==> src/hw/default_slave_settings.svh <==
// Default slave settings: bus widths, read fill pattern and error log register map
`ifndef DEFAULT_SLAVE_SETTINGS_SVH
`define DEFAULT_SLAVE_SETTINGS_SVH

// AXI widths
`define DS_ID_W 4
`define DS_ADDR_W 32
// Must be a multiple of 32
`define DS_DATA_W 32

// Pattern returned on every read beat, repeated across the bus
`define DS_FILL_WORD 32'hDEADBEEF

// Register port, word addressed
`define DS_CSR_AW 3
`define DS_REG_STATUS 3'd0
`define DS_REG_ADDR 3'd1
`define DS_REG_ATTR 3'd2
`define DS_REG_WDATA 3'd3
`define DS_REG_IRQ_EN 3'd4

`endif

==> src/hw/default_slave_pkg.sv <==
// Default slave types: AXI field vectors, command and log records, FSM states
`include "default_slave_settings.svh"

package default_slave_pkg;

    // ------------------------------
    // AXI field types
    // ------------------------------
    typedef logic [`DS_ID_W-1:0]   axi_id_t;
    typedef logic [`DS_ADDR_W-1:0] axi_addr_t;
    typedef logic [`DS_DATA_W-1:0] axi_data_t;
    // Burst length minus one, AXI3 style
    typedef logic [3:0]            axi_len_t;
    typedef logic [2:0]            axi_size_t;
    typedef logic [1:0]            axi_burst_t;
    typedef logic [2:0]            axi_prot_t;
    typedef logic [1:0]            axi_resp_t;

    // Decode error response code
    localparam axi_resp_t RESP_DECERR = 2'b11;

    // Address channel payload, shared by AW and AR
    typedef struct packed {
        axi_id_t    id;
        axi_addr_t  addr;
        axi_len_t   len;
        axi_size_t  size;
        axi_burst_t burst;
        axi_prot_t  prot;
    } ds_cmd_t;

    // One terminated transaction, handed to the error log
    typedef struct packed {
        ds_cmd_t   cmd;
        axi_data_t wdata;
        logic      is_write;
    } ds_log_rec_t;

    typedef enum logic [1:0] {WR_IDLE, WR_WAIT_DATA, WR_WAIT_ADDR, WR_RESP} wr_state_e;
    typedef enum logic {RD_IDLE, RD_BEATS} rd_state_e;

endpackage

==> src/hw/axi_default_slave.sv <==
// AXI default slave top: write and read DECERR terminators feeding a shared error log
`include "default_slave_settings.svh"

module axi_default_slave (
    input  logic                          clk,
    input  logic                          resetn,
    // Write address channel
    input  logic                          i_aw_valid,
    output logic                          o_aw_ready,
    input  default_slave_pkg::ds_cmd_t    i_aw_cmd,
    // Write data channel
    input  logic                          i_w_valid,
    input  logic                          i_w_last,
    input  default_slave_pkg::axi_data_t  i_w_data,
    output logic                          o_w_ready,
    // Write response channel
    output logic                          o_b_valid,
    input  logic                          i_b_ready,
    output default_slave_pkg::axi_id_t    o_b_id,
    output default_slave_pkg::axi_resp_t  o_b_resp,
    // Read address channel
    input  logic                          i_ar_valid,
    output logic                          o_ar_ready,
    input  default_slave_pkg::ds_cmd_t    i_ar_cmd,
    // Read data channel
    output logic                          o_r_valid,
    output logic                          o_r_last,
    input  logic                          i_r_ready,
    output default_slave_pkg::axi_id_t    o_r_id,
    output default_slave_pkg::axi_data_t  o_r_data,
    output default_slave_pkg::axi_resp_t  o_r_resp,
    // Register port
    input  logic                          i_csr_read,
    input  logic                          i_csr_write,
    input  logic [`DS_CSR_AW-1:0]         i_csr_addr,
    input  logic [31:0]                   i_csr_wdata,
    output logic [31:0]                   o_csr_rdata,
    output logic                          o_csr_rvalid,
    output logic                          o_irq
);

    // Completion records from the terminators
    logic                           wr_done;
    default_slave_pkg::ds_log_rec_t wr_rec;
    logic                           rd_done;
    default_slave_pkg::ds_log_rec_t rd_rec;

    // ------------------------------
    // Terminators
    // ------------------------------
    write_decerr_resp u_wr (
        .clk        (clk),
        .resetn     (resetn),
        .i_aw_valid (i_aw_valid),
        .o_aw_ready (o_aw_ready),
        .i_aw_cmd   (i_aw_cmd),
        .i_w_valid  (i_w_valid),
        .i_w_last   (i_w_last),
        .i_w_data   (i_w_data),
        .o_w_ready  (o_w_ready),
        .o_b_valid  (o_b_valid),
        .i_b_ready  (i_b_ready),
        .o_b_id     (o_b_id),
        .o_b_resp   (o_b_resp),
        .o_done     (wr_done),
        .o_rec      (wr_rec)
    );

    read_decerr_resp u_rd (
        .clk        (clk),
        .resetn     (resetn),
        .i_ar_valid (i_ar_valid),
        .o_ar_ready (o_ar_ready),
        .i_ar_cmd   (i_ar_cmd),
        .o_r_valid  (o_r_valid),
        .o_r_last   (o_r_last),
        .i_r_ready  (i_r_ready),
        .o_r_id     (o_r_id),
        .o_r_data   (o_r_data),
        .o_r_resp   (o_r_resp),
        .o_done     (rd_done),
        .o_rec      (rd_rec)
    );

    // Log and interrupt
    decerr_log_csr u_log (
        .clk          (clk),
        .resetn       (resetn),
        .i_wr_done    (wr_done),
        .i_wr_rec     (wr_rec),
        .i_rd_done    (rd_done),
        .i_rd_rec     (rd_rec),
        .i_csr_read   (i_csr_read),
        .i_csr_write  (i_csr_write),
        .i_csr_addr   (i_csr_addr),
        .i_csr_wdata  (i_csr_wdata),
        .o_csr_rdata  (o_csr_rdata),
        .o_csr_rvalid (o_csr_rvalid),
        .o_irq        (o_irq)
    );

endmodule

==> src/hw/decerr_log_csr.sv <==
// Error log: records the first unlogged DECERR transaction and serves it on the register port
`include "default_slave_settings.svh"

module decerr_log_csr (
    input  logic                           clk,
    input  logic                           resetn,
    // Completions from the terminators
    input  logic                           i_wr_done,
    input  default_slave_pkg::ds_log_rec_t i_wr_rec,
    input  logic                           i_rd_done,
    input  default_slave_pkg::ds_log_rec_t i_rd_rec,
    // Register port
    input  logic                           i_csr_read,
    input  logic                           i_csr_write,
    input  logic [`DS_CSR_AW-1:0]          i_csr_addr,
    input  logic [31:0]                    i_csr_wdata,
    output logic [31:0]                    o_csr_rdata,
    output logic                           o_csr_rvalid,
    // Interrupt
    output logic                           o_irq
);

    // Width of the packed attribute fields in the ATTR register
    localparam int ATTR_W = $bits(default_slave_pkg::axi_id_t) +
                            $bits(default_slave_pkg::axi_len_t) +
                            $bits(default_slave_pkg::axi_size_t) +
                            $bits(default_slave_pkg::axi_burst_t) +
                            $bits(default_slave_pkg::axi_prot_t);

    logic pending;
    logic irq_en;
    logic log_is_write;
    logic load;
    logic clr_pending;

    default_slave_pkg::ds_log_rec_t sel_rec;
    default_slave_pkg::ds_cmd_t     log_cmd;
    default_slave_pkg::axi_data_t   log_wdata;
    logic [31:0]                    reg_rdata;

    // ------------------------------
    // Record capture
    // ------------------------------
    // Write wins a tie, the read record is lost
    assign sel_rec = i_wr_done ? i_wr_rec : i_rd_rec;
    assign load    = ~pending & (i_wr_done | i_rd_done);

    // W1C on STATUS bit 0
    assign clr_pending = i_csr_write & (i_csr_addr == `DS_REG_STATUS) & i_csr_wdata[0];

    always_ff @(posedge clk or negedge resetn) begin
        if (!resetn) begin
            pending      <= 1'b0;
            log_is_write <= 1'b0;
            irq_en       <= 1'b0;
            o_irq        <= 1'b0;
            o_csr_rvalid <= 1'b0;
        end else begin
            if (load) begin
                pending      <= 1'b1;
                log_is_write <= sel_rec.is_write;
            end else if (clr_pending) begin
                pending <= 1'b0;
            end
            if (i_csr_write & (i_csr_addr == `DS_REG_IRQ_EN)) begin
                irq_en <= i_csr_wdata[0];
            end
            o_irq        <= pending & irq_en;
            o_csr_rvalid <= i_csr_read;
        end
    end

    always_ff @(posedge clk) begin
        if (load) begin
            log_cmd   <= sel_rec.cmd;
            log_wdata <= sel_rec.wdata;
        end
        if (i_csr_read) begin
            o_csr_rdata <= reg_rdata;
        end
    end

    // ------------------------------
    // Register read mux
    // ------------------------------
    always_comb begin
        case (i_csr_addr)
            `DS_REG_STATUS: reg_rdata = {30'd0, log_is_write & pending, pending};
            `DS_REG_ADDR:   reg_rdata = log_cmd.addr[31:0];
            // ID in the low bits, prot on top
            `DS_REG_ATTR:   reg_rdata = {{(32 - ATTR_W){1'b0}}, log_cmd.prot, log_cmd.burst,
                                         log_cmd.size, log_cmd.len, log_cmd.id};
            `DS_REG_WDATA:  reg_rdata = log_wdata[31:0];
            `DS_REG_IRQ_EN: reg_rdata = {31'd0, irq_en};
            default:        reg_rdata = '0;
        endcase
    end

endmodule

==> src/hw/read_decerr_resp.sv <==
// Read terminator: takes a read address and streams len+1 DECERR beats of fill data
`include "default_slave_settings.svh"

module read_decerr_resp (
    input  logic                          clk,
    input  logic                          resetn,
    // Read address channel
    input  logic                          i_ar_valid,
    output logic                          o_ar_ready,
    input  default_slave_pkg::ds_cmd_t    i_ar_cmd,
    // Read data channel
    output logic                          o_r_valid,
    output logic                          o_r_last,
    input  logic                          i_r_ready,
    output default_slave_pkg::axi_id_t    o_r_id,
    output default_slave_pkg::axi_data_t  o_r_data,
    output default_slave_pkg::axi_resp_t  o_r_resp,
    // Completion record to the error log
    output logic                          o_done,
    output default_slave_pkg::ds_log_rec_t o_rec
);

    default_slave_pkg::rd_state_e state;
    default_slave_pkg::rd_state_e next_state;

    // Beats still to send after the current one
    default_slave_pkg::axi_len_t beats_left;
    default_slave_pkg::axi_len_t beats_left_nxt;

    logic ar_hs;
    logic r_hs;

    default_slave_pkg::ds_cmd_t cmd_q;

    assign ar_hs = i_ar_valid & o_ar_ready;
    assign r_hs  = o_r_valid & i_r_ready;

    // ------------------------------
    // Beat counter and FSM
    // ------------------------------
    always_comb begin
        next_state     = state;
        beats_left_nxt = beats_left;
        if (state == default_slave_pkg::RD_IDLE) begin
            if (ar_hs) begin
                next_state     = default_slave_pkg::RD_BEATS;
                beats_left_nxt = i_ar_cmd.len;
            end
        end else if (r_hs) begin
            // Last beat accepted, burst over
            if (beats_left == '0) begin
                next_state = default_slave_pkg::RD_IDLE;
            end else begin
                beats_left_nxt = beats_left - 1'b1;
            end
        end
    end

    always_ff @(posedge clk or negedge resetn) begin
        if (!resetn) begin
            state      <= default_slave_pkg::RD_IDLE;
            beats_left <= '0;
            o_ar_ready <= 1'b0;
            o_r_valid  <= 1'b0;
            o_r_last   <= 1'b0;
        end else begin
            state      <= next_state;
            beats_left <= beats_left_nxt;
            o_ar_ready <= (next_state == default_slave_pkg::RD_IDLE);
            o_r_valid  <= (next_state == default_slave_pkg::RD_BEATS);
            // Stall keeps both counter and rlast unchanged
            o_r_last   <= (next_state == default_slave_pkg::RD_BEATS) & (beats_left_nxt == '0);
        end
    end

    always_ff @(posedge clk) begin
        if (ar_hs) begin
            cmd_q <= i_ar_cmd;
        end
    end

    // ------------------------------
    // Outputs
    // ------------------------------
    assign o_r_id   = cmd_q.id;
    assign o_r_data = {(`DS_DATA_W / 32){`DS_FILL_WORD}};
    assign o_r_resp = default_slave_pkg::RESP_DECERR;

    assign o_done = r_hs & o_r_last;

    // No write data on a read
    always_comb begin
        o_rec.cmd      = cmd_q;
        o_rec.wdata    = '0;
        o_rec.is_write = 1'b0;
    end

endmodule

==> src/hw/write_decerr_resp.sv <==
// Write terminator: takes address and data in any order, answers with one DECERR response
`include "default_slave_settings.svh"

module write_decerr_resp (
    input  logic                          clk,
    input  logic                          resetn,
    // Write address channel
    input  logic                          i_aw_valid,
    output logic                          o_aw_ready,
    input  default_slave_pkg::ds_cmd_t    i_aw_cmd,
    // Write data channel
    input  logic                          i_w_valid,
    input  logic                          i_w_last,
    input  default_slave_pkg::axi_data_t  i_w_data,
    output logic                          o_w_ready,
    // Write response channel
    output logic                          o_b_valid,
    input  logic                          i_b_ready,
    output default_slave_pkg::axi_id_t    o_b_id,
    output default_slave_pkg::axi_resp_t  o_b_resp,
    // Completion record to the error log
    output logic                          o_done,
    output default_slave_pkg::ds_log_rec_t o_rec
);

    default_slave_pkg::wr_state_e state;
    default_slave_pkg::wr_state_e next_state;

    // Set once the first data beat of the burst has been captured
    logic data_flag;
    // Address phase already complete
    logic addr_flag;
    // Last data beat already taken
    logic last_flag;

    logic aw_hs;
    logic w_hs;
    logic b_hs;
    logic addr_done;
    logic data_done;

    default_slave_pkg::ds_cmd_t   cmd_q;
    default_slave_pkg::axi_data_t wdata_q;

    // ------------------------------
    // Handshakes and phase tracking
    // ------------------------------
    assign aw_hs = i_aw_valid & o_aw_ready;
    assign w_hs  = i_w_valid & o_w_ready;
    assign b_hs  = o_b_valid & i_b_ready;

    assign addr_flag = (state == default_slave_pkg::WR_WAIT_DATA);
    assign last_flag = (state == default_slave_pkg::WR_WAIT_ADDR);

    // Phase complete either earlier or at this edge
    assign addr_done = addr_flag | aw_hs;
    assign data_done = last_flag | (w_hs & i_w_last);

    always_comb begin
        next_state = state;
        if (state == default_slave_pkg::WR_RESP) begin
            // Back to idle once the master takes the response
            if (b_hs) begin
                next_state = default_slave_pkg::WR_IDLE;
            end
        end else if (addr_done & data_done) begin
            next_state = default_slave_pkg::WR_RESP;
        end else if (addr_done) begin
            next_state = default_slave_pkg::WR_WAIT_DATA;
        end else if (data_done) begin
            next_state = default_slave_pkg::WR_WAIT_ADDR;
        end
    end

    // ------------------------------
    // Control registers
    // ------------------------------
    always_ff @(posedge clk or negedge resetn) begin
        if (!resetn) begin
            state      <= default_slave_pkg::WR_IDLE;
            data_flag  <= 1'b0;
            o_aw_ready <= 1'b0;
            o_w_ready  <= 1'b0;
            o_b_valid  <= 1'b0;
        end else begin
            state <= next_state;
            // Cleared with the response so the next burst captures its own first beat
            if (b_hs) begin
                data_flag <= 1'b0;
            end else if (w_hs) begin
                data_flag <= 1'b1;
            end
            // Each channel stays open only until its own phase is done
            o_aw_ready <= (next_state == default_slave_pkg::WR_IDLE) |
                          (next_state == default_slave_pkg::WR_WAIT_ADDR);
            o_w_ready  <= (next_state == default_slave_pkg::WR_IDLE) |
                          (next_state == default_slave_pkg::WR_WAIT_DATA);
            o_b_valid  <= (next_state == default_slave_pkg::WR_RESP);
        end
    end

    // Command and first beat, kept for the response ID and the log
    always_ff @(posedge clk) begin
        if (aw_hs) begin
            cmd_q <= i_aw_cmd;
        end
        if (w_hs & ~data_flag) begin
            wdata_q <= i_w_data;
        end
    end

    // ------------------------------
    // Outputs
    // ------------------------------
    assign o_b_id   = cmd_q.id;
    assign o_b_resp = default_slave_pkg::RESP_DECERR;

    // Pulse in the cycle the response handshakes
    assign o_done = b_hs;

    always_comb begin
        o_rec.cmd      = cmd_q;
        o_rec.wdata    = wdata_q;
        o_rec.is_write = 1'b1;
    end

endmodule

==> config.mk <==
export PLATFORM = sky130hd
export DESIGN_NAME = axi_default_slave
export DESIGN_NICKNAME = d
export VERILOG_FILES = /design/src/hw/default_slave_pkg.sv /design/src/hw/axi_default_slave.sv /design/src/hw/decerr_log_csr.sv /design/src/hw/read_decerr_resp.sv /design/src/hw/write_decerr_resp.sv
export VERILOG_INCLUDE_DIRS = /design/src /design/src/hw
export SDC_FILE = /design/constraint.sdc
export NUM_CORES = 1
export LEC_CHECK = 0
export ABC_AREA = 1
export BUFFER_PORTS_ARGS = -buffer_cell sky130_fd_sc_hd__buf_2
export CORE_UTILIZATION = 25
export CTS_CLUSTER_DIAMETER = 100
export DETAILED_ROUTE_END_ITERATION = 16
export PLACE_DENSITY = 0.46
export SYNTH_ARGS = -nofsm -noshare
export SYNTH_HDL_FRONTEND = slang
export SYNTH_SLANG_ARGS = --single-unit
==> constraint.sdc <==
create_clock -name clk -period 3.2 [get_ports clk]
set_input_delay 0.48 -clock clk [delete_from_list [all_inputs] [get_ports clk]]
set_output_delay 0.48 -clock clk [all_outputs]
set_load 0.1 [all_outputs]
# After elaboration in Yosys (flattened, before gate mapping)
# Cells that the tools add are included.
[op_classes] add_sub_neg=1 multipliers=0 n_div=0 n_lt_le_gt_ge=0 n_eq_ne=10 shift=0 mux=19 bitwise_logic=24 reduce_logical=6
[ops] operator="one-hot mux 32 bit (5 select lines)" count=1
[ops] operator="2-to-1 mux 81 bit" count=1
[ops] operator="AND 1 bit" count=16
[ops] operator="2-to-1 mux 4 bit" count=4
[ops] operator="2-to-1 mux 2 bit" count=5
[ops] operator="== test 2 bit, second input constant" count=4
[ops] operator="logical NOT 4 bit" count=2
[ops] operator="2-to-1 mux 1 bit" count=8
[ops] operator="== test 3 x 2 -> 1 bit, second input constant" count=2
[ops] operator="OR 1 bit" count=5
[ops] operator="== test 2 x 1 -> 1 bit, second input constant" count=2
[ops] operator="nonzero test 2 bit" count=2
[ops] operator="subtractor 4 x 1 -> 4 bit, second input constant" count=1
[ops] operator="== test 3 x 1 -> 1 bit, second input constant" count=1
[ops] operator="== test 3 bit, second input constant" count=1
[ops] operator="logical NOT 3 bit" count=1
[ops] operator="NOT 1 bit" count=3
[ops] operator="logical NOT 2 bit" count=1
[word_totals] register_bits=258 latchBits=0 mem_bits_rw=0 mem_bits_ro=0 out_inout_bits=84 mem_count=0

# Depth between registers and ports, before layout
# Gate-level depths: netlist of run 1.
[depth] ltp_word=9 mapped_depth=10

# Modules after synthesis
# A second synthesis of run 1 with hierarchy kept.
[unflattened] cells_unflattened=840 area_unflattened_um2=10427.5
[modules_own_cells] mod="decerr_log_csr" n_inst=1 cells_per_inst=534 area_per_inst_um2=5232.5 seq_area_each_um2=3488.3
[modules_own_cells] mod="write_decerr_resp" n_inst=1 cells_per_inst=116 area_per_inst_um2=2702.6 seq_area_each_um2=2552.4
[modules_own_cells] mod="read_decerr_resp" n_inst=1 cells_per_inst=190 area_per_inst_um2=2492.4 seq_area_each_um2=1616.6

# Worst setup path before layout of run 1
# No wires, ideal clock.
[synth_path] path_type="register -> register" from="register u_rd.o_r_valid" to="register u_log.log_cmd[0] (netlist bit), enable pin" setup_ns=0.434 arrival_ns=3.067 required_time_ns=2.766 setup_slack_ns=-0.301 path_stages_with_launch=8 path_buffers=1 path_cell_list="dfrtp_1 > buf_6 > nand2_4 > inv_6 > nand2_1 > nand2_1 > nand2_1 > inv_1"
[synth_via] elab_chain_cells=4
[synth_lines] item="start: declaration" line="read_decerr_resp.sv:12" text="output logic o_r_valid,"
[synth_lines] item="start signal: assignment" line="read_decerr_resp.sv:70" text="o_r_valid <= (next_state == default_slave_pkg::RD_BEATS);"
[synth_lines] item="AND 1 bit" line="read_decerr_resp.sv:36" text="assign r_hs = o_r_valid & i_r_ready;"
[synth_lines] item="AND 1 bit" line="read_decerr_resp.sv:89" text="assign o_done = r_hs & o_r_last;"
[synth_lines] item="OR 1 bit" line="decerr_log_csr.sv:46" text="assign load = ~pending & (i_wr_done | i_rd_done);"
[synth_lines] item="AND 1 bit" line="decerr_log_csr.sv:46"
[synth_lines] item="via u_log.load" line="decerr_log_csr.sv:33" text="logic load;"
[synth_lines] item="end signal: assignment" line="decerr_log_csr.sv:75" text="log_cmd <= sel_rec.cmd;"
[synth_lines] item="end: declaration" line="decerr_log_csr.sv:37" text="default_slave_pkg::ds_cmd_t log_cmd;"
# The timed path passes the listed nets, and every way through them passes these cells.
# A chain may end at the register's enable or synchronous reset.

# Final worst setup path of run 1
[layout_path] from="register u_rd.o_r_valid" to="register u_log.log_wdata[17], enable pin"
[layout_via] elab_chain_cells=4
[layout_lines] item="AND 1 bit" line="read_decerr_resp.sv:36"
[layout_lines] item="AND 1 bit" line="read_decerr_resp.sv:89"
[layout_lines] item="OR 1 bit" line="decerr_log_csr.sv:46"
[layout_lines] item="AND 1 bit" line="decerr_log_csr.sv:46"
[layout_lines] item="via u_log.load" line="decerr_log_csr.sv:33"
[layout_lines] item="end signal: assignment" line="decerr_log_csr.sv:76" text="log_wdata <= sel_rec.wdata;"
[layout_lines] item="end: declaration" line="decerr_log_csr.sv:38" text="default_slave_pkg::axi_data_t log_wdata;"
# The timed path passes the listed nets, and every way through them passes these cells.

==> key figures, run 1 <==
Run status
  – Status: finished, final reports clean

Placement
  – Cell Area, Placed: 0.01121 mm^2
  – DP HPWL: 14.88 mm
  – Placed Cells incl. Taps: 1,397
  – GPL Wtd Cong: 0.7449
  – Port bufs: 189
  – Pre-CTS setup slack: 1.035 ns

Power
  – Seq pwr share: 0.451
  – Pint: 6.731 mW
  – Switching share of power: 0.3134
  – Clk pwr share: 0.341
  – Psw: 3.072 mW
  – IR drop worst, VDD: 0.0004731 V
  – Tot Pwr: 9.803 mW
  – Pwr Density: 805.8 mW/mm^2
  – LEAKAGE: 5.043 nW
  – Combinational share of power: 0.208

Global route
  – Gr usage total: 0.1154
  – Global route overflow: 0
  – Initial antenna violation count: 1
  – Vias in the first global route: 5,410
  – First-pass GRT wire length: 33.73 mm
  – Largest net degree at the start of global routing: 84

Timing
  – Total Negative Setup Slacks: 0 ns
  – Max-slew headroom: 0.3408
  – Post-route minimum period: 2.150 ns
  – Final hold vios: 0
  – Clk_skew: 0.02149 ns
  – Fin. max-slew vios: 0
  – RSZ-0062 raised after global routing: false
  – Final Cycle Share: 0.6718
  – Max Clock Freq: 0.4652 GHz
  – WHS: 0.1018 ns
  – Slew @ Worst Pin: 0.9888 ns
  – Setup ws final: 1.050 ns
  – # setup viols final: 0

Finish
  – Most common cell after layout, fill and taps aside: edfxtp_1
  – Most frequent cells in the layout: edfxtp_1, nand2_1, buf_2, inv_1, nor2_1
  – Fin area: 0.01217 mm^2
  – # nets final: 1,085
  – Final-layout fill cell count: 3,918
  – Area growth syn-to-layout: 24.38%
  – Share of cells above drive strength 1: 0.2756
  – Final core utilization: 0.3148
  – Non-Filler Instances: 1,448

Min path
  – Type of the worst min-delay path: in -> reg

Synth
  – Synth Cell Area: 0.009781 mm^2
  – Synth warn: 0
  – Synthesis-stage register bit count: 258
  – Synth cell types: 30
  – Syn Inst Count: 713
  – Syn_area_per_cell: 13.72 um^2
  – Seq/Total Area, Yosys: 0.7829

CTS
  – CTS Root Buffer Type: clkbuf_16
  – CTS sink cnt: 258
  – Clock Tree Buf Depth: 3
  – Clk slew on worst S/H paths: 0.06 ns
  – H-Tree Depth: 1
  – CTS Buf Count: 29
  – Clk Latency, worst-skew pair: 0.55 ns
  – CTS tree: yes

Routing
  – Post-route DRC: 0
  – Vias per cell: 3.769
  – Starting DRT DRC Count: 213
  – WL/cell: 15.78 um
  – Via count: 5,457
  – Post-route ant nets: 0
  – Routed WL: 22.86 mm
  – Drt pass-1 iters: 5

Worst setup path
  – Required time worst endpoint: 3.41 ns
  – Crit path launch type: flop
  – WS Path Type: reg -> reg
  – Crit. End Element: flop
  – Crit-path max FO: 23
  – Crit path DAT: 2.36 ns

Floorplanning
  – Row cnt: 72
  – Die width: 199.8 um
  – Initial core utilization: 0.2531
  – Die Y: 199.8 um
  – Die area: 0.03992 mm^2
  – Core Area: 0.03865 mm^2
  – IO Pins: 257

Flow run
  – Max_cap viols: 0
## power by group through the flow
stage / logic, mW / registers (mW) / clock network, mW
after floorplan: 1.12 / 4.92 / 0
after global placement: 2.07 / 4.49 / 0
after detailed placement: 2.09 / 4.49 / 0
after CTS: 2.09 / 4.43 / 3.48
after global routing: 2.24 / 4.46 / 3.60
final: 2.03 / 4.42 / 3.34
## cells by family after synthesis
kind of cell / synth area share
AND/OR/NAND/NOR: 0.1164
flip-flops: 0.7829
buffers and inverters: 0.07036
AO/OA/AOI/OAI: 0.02712
other: 0.0007678
multiplexers: 0.001151
adder cells (fa/ha/maj): 0.001279
## cell type report
cell class / instances / area [um^2] / share of cell area
Tap cell: 518 / 648.1 / 0.05328
Sequential cell: 258 / 7657 / 0.6294
Timing Repair Buffer: 199 / 1086 / 0.08927
Clock buffer: 35 / 748.2 / 0.06150
Antenna cell: 1 / 2.502 / 0.0002057
Multi-Input combinational cell: 359 / 1578 / 0.1297
Clock inverter: 14 / 196.4 / 0.01615
Inverter: 64 / 249.0 / 0.02047
## critical path, stage by stage, from the launching register on
cell,delay [ns]
dfrtp_1,0.59
nand2_4,0.11
inv_6,0.10
nand2_1,0.06
nand2_1,0.08
nand2_1,0.10
clkinvlp_4,0.35
buf_4,0.40
## what timing repair did
item,CTS,global route
hold buffers,1,0
hold endpoints to repair,18,0
gates resized for setup,0,0
buffers inserted,0,0
## Yosys cell counts, drive strengths merged
cell type  instances  area [um^2]
edfxtp           240         7207
nand2            213        812.0
inv               64        245.2
buf               63        431.7
nor2              45        171.4
nand3             25        142.6
dfrtp             18        450.4
a22o              16        140.1
o21ai              7        38.78
a22oi              6        45.04
a21oi              5        28.78
clkbuf             3        11.26
conb               2        7.510
nand4              2        12.51
a31oi              1        6.260
ha                 1        12.51
mux2               1        11.26
o22ai              1        6.260
## metal layers
metal,vias to the layer above,share of wire,track usage
li1,2735,-,-
met1,2527,0.47,0.1545
met2,163,0.45,0.1834
met3,32,0.059,0.02587
met4,0,0.021,0.04043
met5,-,0,0
## worst paths after layout
kind	start	end	slack, ns	cells after the start
worst max-delay path	u_rd.o_r_valid	u_log.log_wdata[17]	1.05	7
worst min register to register	u_log.log_is_write	u_log.log_is_write	0.49	2
max in group asynchronous	resetn	u_log.log_is_write	2.49	2
worst min-delay path	i_aw_cmd[15]	u_wr.o_rec[48]	0.10	1
min in group asynchronous	resetn	u_rd.o_r_valid	0.40	2
worst max register to register	u_rd.o_r_valid	u_log.log_wdata[17]	1.05	7
## state kept, by name (all words and copies together) (netlist names), 2 cells and up
signal	cells
u_log.log_cmd	48
u_rd.o_rec	44
u_wr.o_rec	44
u_log.log_wdata	32
u_log.o_csr_rdata	32
u_wr.wdata_q	32
u_rd.beats_left	4
u_rd.o_r_id	4
u_wr.o_b_id	4
u_wr.state	2
Note: power is estimated with default switching activity, not from simulation.
==> run 2: changes to the inputs <==
--- a/config.mk
+++ b/config.mk
@@ -6,7 +6,7 @@
 export SDC_FILE = /design/constraint.sdc
 export NUM_CORES = 1
 export LEC_CHECK = 0
-export ABC_AREA = 1
+export ABC_AREA = 0
 export BUFFER_PORTS_ARGS = -buffer_cell sky130_fd_sc_hd__buf_2
 export CORE_UTILIZATION = 25
 export CTS_CLUSTER_DIAMETER = 100
==> constraint.sdc (replaced) <==
create_clock -name clk -period 2.05 [get_ports clk]
set_input_delay 0.3075 -clock clk [delete_from_list [all_inputs] [get_ports clk]]
set_output_delay 0.3075 -clock clk [all_outputs]
set_load 0.1 [all_outputs]
==> key figures, run 2 <==
CTS
  – Clock Tree Buf Depth: 3
  – Post-CTS resize count: 0
  – CTS Root Buffer Type: clkbuf_16
  – Post-CTS setup buffers: 0
  – Clk slew on worst S/H paths: 0.06 ns
  – H-Tree Depth: 1
  – Hold_buf cts: 132
  – CTS sink cnt: 258
  – CTS Buf Count: 29
  – Clk Latency, worst-skew pair: 0.55 ns
  – CTS tree: yes

Finish
  – Area growth syn-to-layout: 38.86%
  – Final-layout fill cell count: 3,800
  – Non-Filler Instances: 1,538
  – Area of the multi-input gates: 0.001924 mm^2
  – # nets final: 1,171
  – Most frequent cells in the layout: edfxtp_1, buf_2, nand2_1, dlygate4sd3_1, nor2_1
  – Share of cells above drive strength 1: 0.2748
  – Max reg flops: 48
  – Fin area: 0.01375 mm^2
  – Sequential cell area: 0.007669 mm^2
  – Biggest register: u_log.log_cmd
  – Most common cell after layout, fill and taps aside: edfxtp_1
  – Final core utilization: 0.3542

Global route
  – Largest net degree at the start of global routing: 54
  – Vias in the first global route: 6,501
  – Global route overflow: 0
  – Initial antenna violation count: 2
  – Gr usage total: 0.1249
  – First-pass GRT wire length: 38.12 mm

Worst setup path
  – Required time worst endpoint: 1.74 ns
  – CP Buf/Inv Count: 1
  – Crit path launch type: flop
  – Crit-path max FO: 17
  – Setup crit start: u_rd.o_r_valid
  – Crit path cell chain: buf_2
  – CP delay by family, top: flip-flops
  – WS Path Type: reg -> out
  – Start of the worst register-to-register path: u_rd.beats_left[1]
  – Slowest CP cell: dfrtp_4
  – Crit path DAT: 1.57 ns
  – CP max stage delay: 0.54 ns
  – Crit. End Element: primary output

Floorplanning
  – IO Pins: 257
  – Die width: 201.0 um
  – Die area: 0.04042 mm^2
  – Core Area: 0.03883 mm^2
  – Initial core utilization: 0.2551
  – Die Y: 201.0 um
  – Row cnt: 72

Routing
  – Starting DRT DRC Count: 219
  – Post-route DRC: 0
  – Drt pass-1 iters: 4
  – Post-route ant nets: 0
  – Via count: 6,167
  – Routed WL: 25.00 mm
  – Vias per cell: 4.010
  – WL/cell: 16.26 um

Timing
  – # setup viols final: 0
  – Final Cycle Share: 0.9160
  – Max Clock Freq: 0.5326 GHz
  – Max-slew headroom: 0.4345
  – Final hold vios: 0
  – RSZ-0062 raised after global routing: false
  – Slew @ Worst Pin: 0.8445 ns
  – Post-route minimum period: 1.878 ns
  – Clk_skew: 0.01993 ns
  – Fin. max-slew vios: 0
  – Total Negative Setup Slacks: 0 ns

Min path
  – Type of the worst min-delay path: in -> reg
  – HP Start: i_csr_read

Synth
  – Synth Cell Area: 0.009904 mm^2
  – List of most frequent post-synthesis cells: edfxtp_1, nand2_1, buf_4
  – Post-synth EDFFs: 240
  – Synth cell types: 41
  – Synth Flop Type: edfxtp_1
  – Syn Inst Count: 664
  – Syn_area_per_cell: 14.92 um^2
  – Synthesis-stage register bit count: 258
  – Top cells by area, synth: edfxtp_1, nand2_1, dfrtp_1, buf_4, and3_1
  – Most numerous cell in the Yosys netlist: edfxtp_1
  – Synth warn: 0
  – Seq/Total Area, Yosys: 0.7731
  – Synth top area share: 0.7276
  – Asr flop ratio synth: 0.06977
  – Post-synth top area cell: edfxtp_1

Placement
  – Placed Cells incl. Taps: 1,352
  – GPL Wtd Cong: 0.7160
  – Port bufs: 189
  – DP HPWL: 15.90 mm
  – Cell Area, Placed: 0.01144 mm^2

Power
  – Pwr Density: 1151 mW/mm^2
  – LEAKAGE: 5.534 nW
  – IR drop worst, VDD: 0.0006833 V

Flow run
  – Max_cap viols: 0

Run status
  – Status: finished, final reports clean
-- run 2: logic make-up after synthesis --
family / after synthesis / synth area share
XOR/XNOR: 1 / 0.0008844
other: 2 / 0.0007582
buffers and inverters: 82 / 0.04952
flip-flops: 258 / 0.7731
multiplexers: 34 / 0.03638
adder cells (fa/ha/maj): 1 / 0.001263
AO/OA/AOI/OAI: 39 / 0.02969
AND/OR/NAND/NOR: 247 / 0.1084
-- run 2: final timing paths --
path | to | slack, ns | cells after the start
max in group asynchronous | u_rd.o_r_valid | 1.41 | 2
min in group asynchronous | u_log.o_irq | 0.26 | 2
worst max-delay path | o_r_valid | 0.17 | 1
worst min-delay path | u_log.o_csr_rvalid | 0.14 | 2
worst max register to register | u_rd.o_r_last | 0.21 | 6
worst min register to register | u_log.log_cmd[36] | 0.51 | 2
-- run 2: power by group --
part           switching [mW]  internal [mW]
registers               0.347           6.68
clock network            2.07           3.29
logic                    2.51          0.923
-- run 2: routing by layer --
layer,global-route usage,vias to the layer above,part of all wire
met2,0.2176,197,0.49
met5,0,-,0.00040
met4,0.03217,2,0.015
li1,-,2976,-
met1,0.1530,2959,0.43
met3,0.03166,33,0.066
-- run 2: cell type report --
class / count / area share
Inverter: 10 / 0.002911
Clock buffer: 37 / 0.05640
Multi-Input combinational cell: 358 / 0.1399
Sequential cell: 258 / 0.5576
Timing Repair Buffer: 340 / 0.1807
Tap cell: 518 / 0.04713
Clock inverter: 16 / 0.01519
Antenna cell: 1 / 0.0001820
-- run 2: through the flow --
stage | setup slack [ns] | total power [mW] | hold slack, ns
2_1_floorplan | -0.6680 | 9.488 | 0.01191
3_3_place_gp | 0.2799 | 10.43 | 0.2947
3_5_place_dp | 0.2117 | 10.47 | 0.2982
4_1_cts | 0.1109 | 16.13 | 0.1081
5_1_grt | 0.07672 | 16.60 | 0.1257
6_report | 0.1723 | 15.82 | 0.1423
==> run 3: changes to the inputs <==
--- a/config.mk
+++ b/config.mk
@@ -8,10 +8,12 @@
 export LEC_CHECK = 0
 export ABC_AREA = 0
 export BUFFER_PORTS_ARGS = -buffer_cell sky130_fd_sc_hd__buf_2
+export CORE_MARGIN = 2
 export CORE_UTILIZATION = 25
 export CTS_CLUSTER_DIAMETER = 100
 export DETAILED_ROUTE_END_ITERATION = 16
 export PLACE_DENSITY = 0.46
+export SLEW_MARGIN = 0
 export SYNTH_ARGS = -nofsm -noshare
 export SYNTH_HDL_FRONTEND = slang
 export SYNTH_SLANG_ARGS = --single-unit
==> constraint.sdc (replaced) <==
create_clock -name clk -period 2.4 [get_ports clk]
set_input_delay 0.36 -clock clk [delete_from_list [all_inputs] [get_ports clk]]
set_output_delay 0.36 -clock clk [all_outputs]
set_load 0.1 [all_outputs]
==> key figures, run 3 (synthesis results as in run 2) <==
Run status
  – Status: finished, final reports clean

Placement
  – Placed Cells incl. Taps: 1,348
  – DP HPWL: 16.03 mm
  – GPL Wtd Cong: 0.6928
  – Port bufs: 189

Timing
  – Final hold vios: 0
  – Max Clock Freq: 0.4477 GHz
  – Final Cycle Share: 0.9307
  – RSZ-0062 raised after global routing: false
  – # setup viols final: 0
  – Clk_skew: 0.008797 ns
  – Post-route minimum period: 2.234 ns
  – Slew @ Worst Pin: 0.6713 ns
  – Fin. max-slew vios: 0
  – Total Negative Setup Slacks: 0 ns
  – Max-slew headroom: 0.5525

Floorplanning
  – Die width: 203.0 um
  – IO Pins: 257
  – Initial core utilization: 0.2545
  – Die Y: 203.0 um
  – Row cnt: 72
  – Core Area: 0.03892 mm^2
  – Die area: 0.04123 mm^2

Finish
  – # nets final: 1,163
  – Share of cells above drive strength 1: 0.2663
  – Final core utilization: 0.3487
  – Biggest register: u_log.log_cmd
  – Area growth syn-to-layout: 37.00%
  – Non-Filler Instances: 1,529
  – Most frequent cells in the layout: edfxtp_1, buf_2, nand2_1, dlygate4sd3_1, nor2_1
  – Most common cell after layout, fill and taps aside: edfxtp_1
  – Max reg flops: 48

Worst setup path
  – WS Path Type: reg -> out
  – Slowest CP cell: buf_2
  – CP max stage delay: 0.52 ns
  – Crit. End Element: primary output
  – Required time worst endpoint: 2.04 ns
  – CP delay by family, top: buffers and inverters
  – Crit path cell chain: buf_4 -> buf_2
  – Crit path DAT: 1.87 ns
  – Crit-path max FO: 34
  – CP Buf/Inv Count: 2
  – Crit path launch type: flop

CTS
  – Clk Latency, worst-skew pair: 0.55 ns
  – CTS tree: yes
  – Clk slew on worst S/H paths: 0.06 ns
  – CTS Buf Count: 29
  – H-Tree Depth: 1
  – Clock Tree Buf Depth: 3
  – CTS sink cnt: 258
  – CTS Root Buffer Type: clkbuf_16

Power
  – Seq pwr share: 0.460
  – Combinational share of power: 0.228
  – Pint: 8.757 mW
  – Pwr Density: 956.5 mW/mm^2
  – IR drop worst, VDD: 0.0007272 V
  – LEAKAGE: 5.440 nW
  – Clk pwr share: 0.312
  – Switching share of power: 0.3252
  – Psw: 4.221 mW

Global route
  – Global route overflow: 0
  – Largest net degree at the start of global routing: 51
  – First-pass GRT wire length: 37.16 mm
  – Vias in the first global route: 6,245
  – Initial antenna violation count: 0
  – Gr usage total: 0.1201

Routing
  – WL/cell: 16.47 um
  – Drt pass-1 iters: 4
  – Post-route ant nets: 0
  – Starting DRT DRC Count: 242
  – Post-route DRC: 0
  – Vias per cell: 3.986
  – Via count: 6,095
  – Routed WL: 25.19 mm

Min path
  – Type of the worst min-delay path: in -> reg

Flow run
  – Max_cap viols: 0
-- run 3: cell count changes in the layout (fill, tap and decap cells not counted), sizes merged --
cell / previous run / this run
buf: 208 / 204
bufinv: 5 / 0
clkbuf: 37 / 39
clkinv: 9 / 11
dlygate4sd3: 132 / 128
-- run 3: final timing paths --
kind | end | cells past startpoint | slack [ns] | from
max in group asynchronous | u_rd.o_r_valid | 2 | 1.73 | resetn
hold reg to reg | u_log.log_cmd[0] | 2 | 0.51 | u_wr.o_rec[33]
setup reg to reg | u_rd.o_r_last | 6 | 0.55 | u_rd.beats_left[1]
hold / removal | u_rd.o_rec[46] | 1 | 0.04 | i_ar_cmd[13]
setup / recovery | o_b_valid | 2 | 0.17 | u_wr.o_b_valid
min in group asynchronous | u_log.o_irq | 2 | 0.31 | resetn
-- run 3: stage by stage --
| step | cell area, um^2 | setup slack, ns | hold slack, ns | power (mW) |
|---|---|---|---|---|
| after detailed placement | 11420 | 0.4683 | 0.3423 | 8.920 |
| final | 13570 | 0.1663 | 0.03843 | 12.98 |
| after global routing | 13570 | 0.1056 | 0.01258 | 13.60 |
| after global placement | 11420 | 0.4914 | 0.3430 | 8.893 |
| after floorplan | 10080 | -0.3180 | 0.06441 | 8.095 |
| after CTS | 13570 | 0.1392 | 0.01047 | 13.20 |
-- run 3: cell type report --
type / count / area [um^2]
timing repair buffer: 332 / 2427
antenna: 1 / 2.502
clock inverter: 13 / 77.57
fill: 3784 / 25350
clock buffer: 39 / 783.3
inverter: 10 / 40.04
multi-input combinational: 358 / 1924
sequential: 258 / 7666
tap: 518 / 648.1
-- run 3: power by group through the flow --
stage          registers, mW  logic (mW)  clock network [mW]
3_5_place_dp            6.06        2.86                   0
5_1_grt                 6.02        3.20                4.37
3_3_place_gp            6.06        2.84                   0
6_report                5.97        2.96                4.05
4_1_cts                 5.97        3.02                4.21
2_1_floorplan           6.63        1.46                   0
-- run 3: what timing repair did --
item,in CTS,in global routing
endpoints found under the hold margin,145,0
resized for setup,0,0
setup buffers,0,0
hold buffers,128,0
-- run 3: layer usage --
layer | track usage | vias up | routed length, um | share of wire
li1 | - | 2963 | - | -
met1 | 0.1490 | 2927 | 10830 | 0.43
met2 | 0.2128 | 169 | 12660 | 0.50
met3 | 0.02231 | 36 | 1201 | 0.048
met4 | 0.03493 | 0 | 496 | 0.020
met5 | 0 | - | 0 | 0
-- run 3: worst register-to-register path, stage by stage, from the launching register on --
cell	delay, ns
dfrtp_1	0.46
inv_1	0.07
ha_1	0.27
nor3b_2	0.20
o211ai_1	0.24
o2111ai_1	0.17
a2111oi_2	0.34
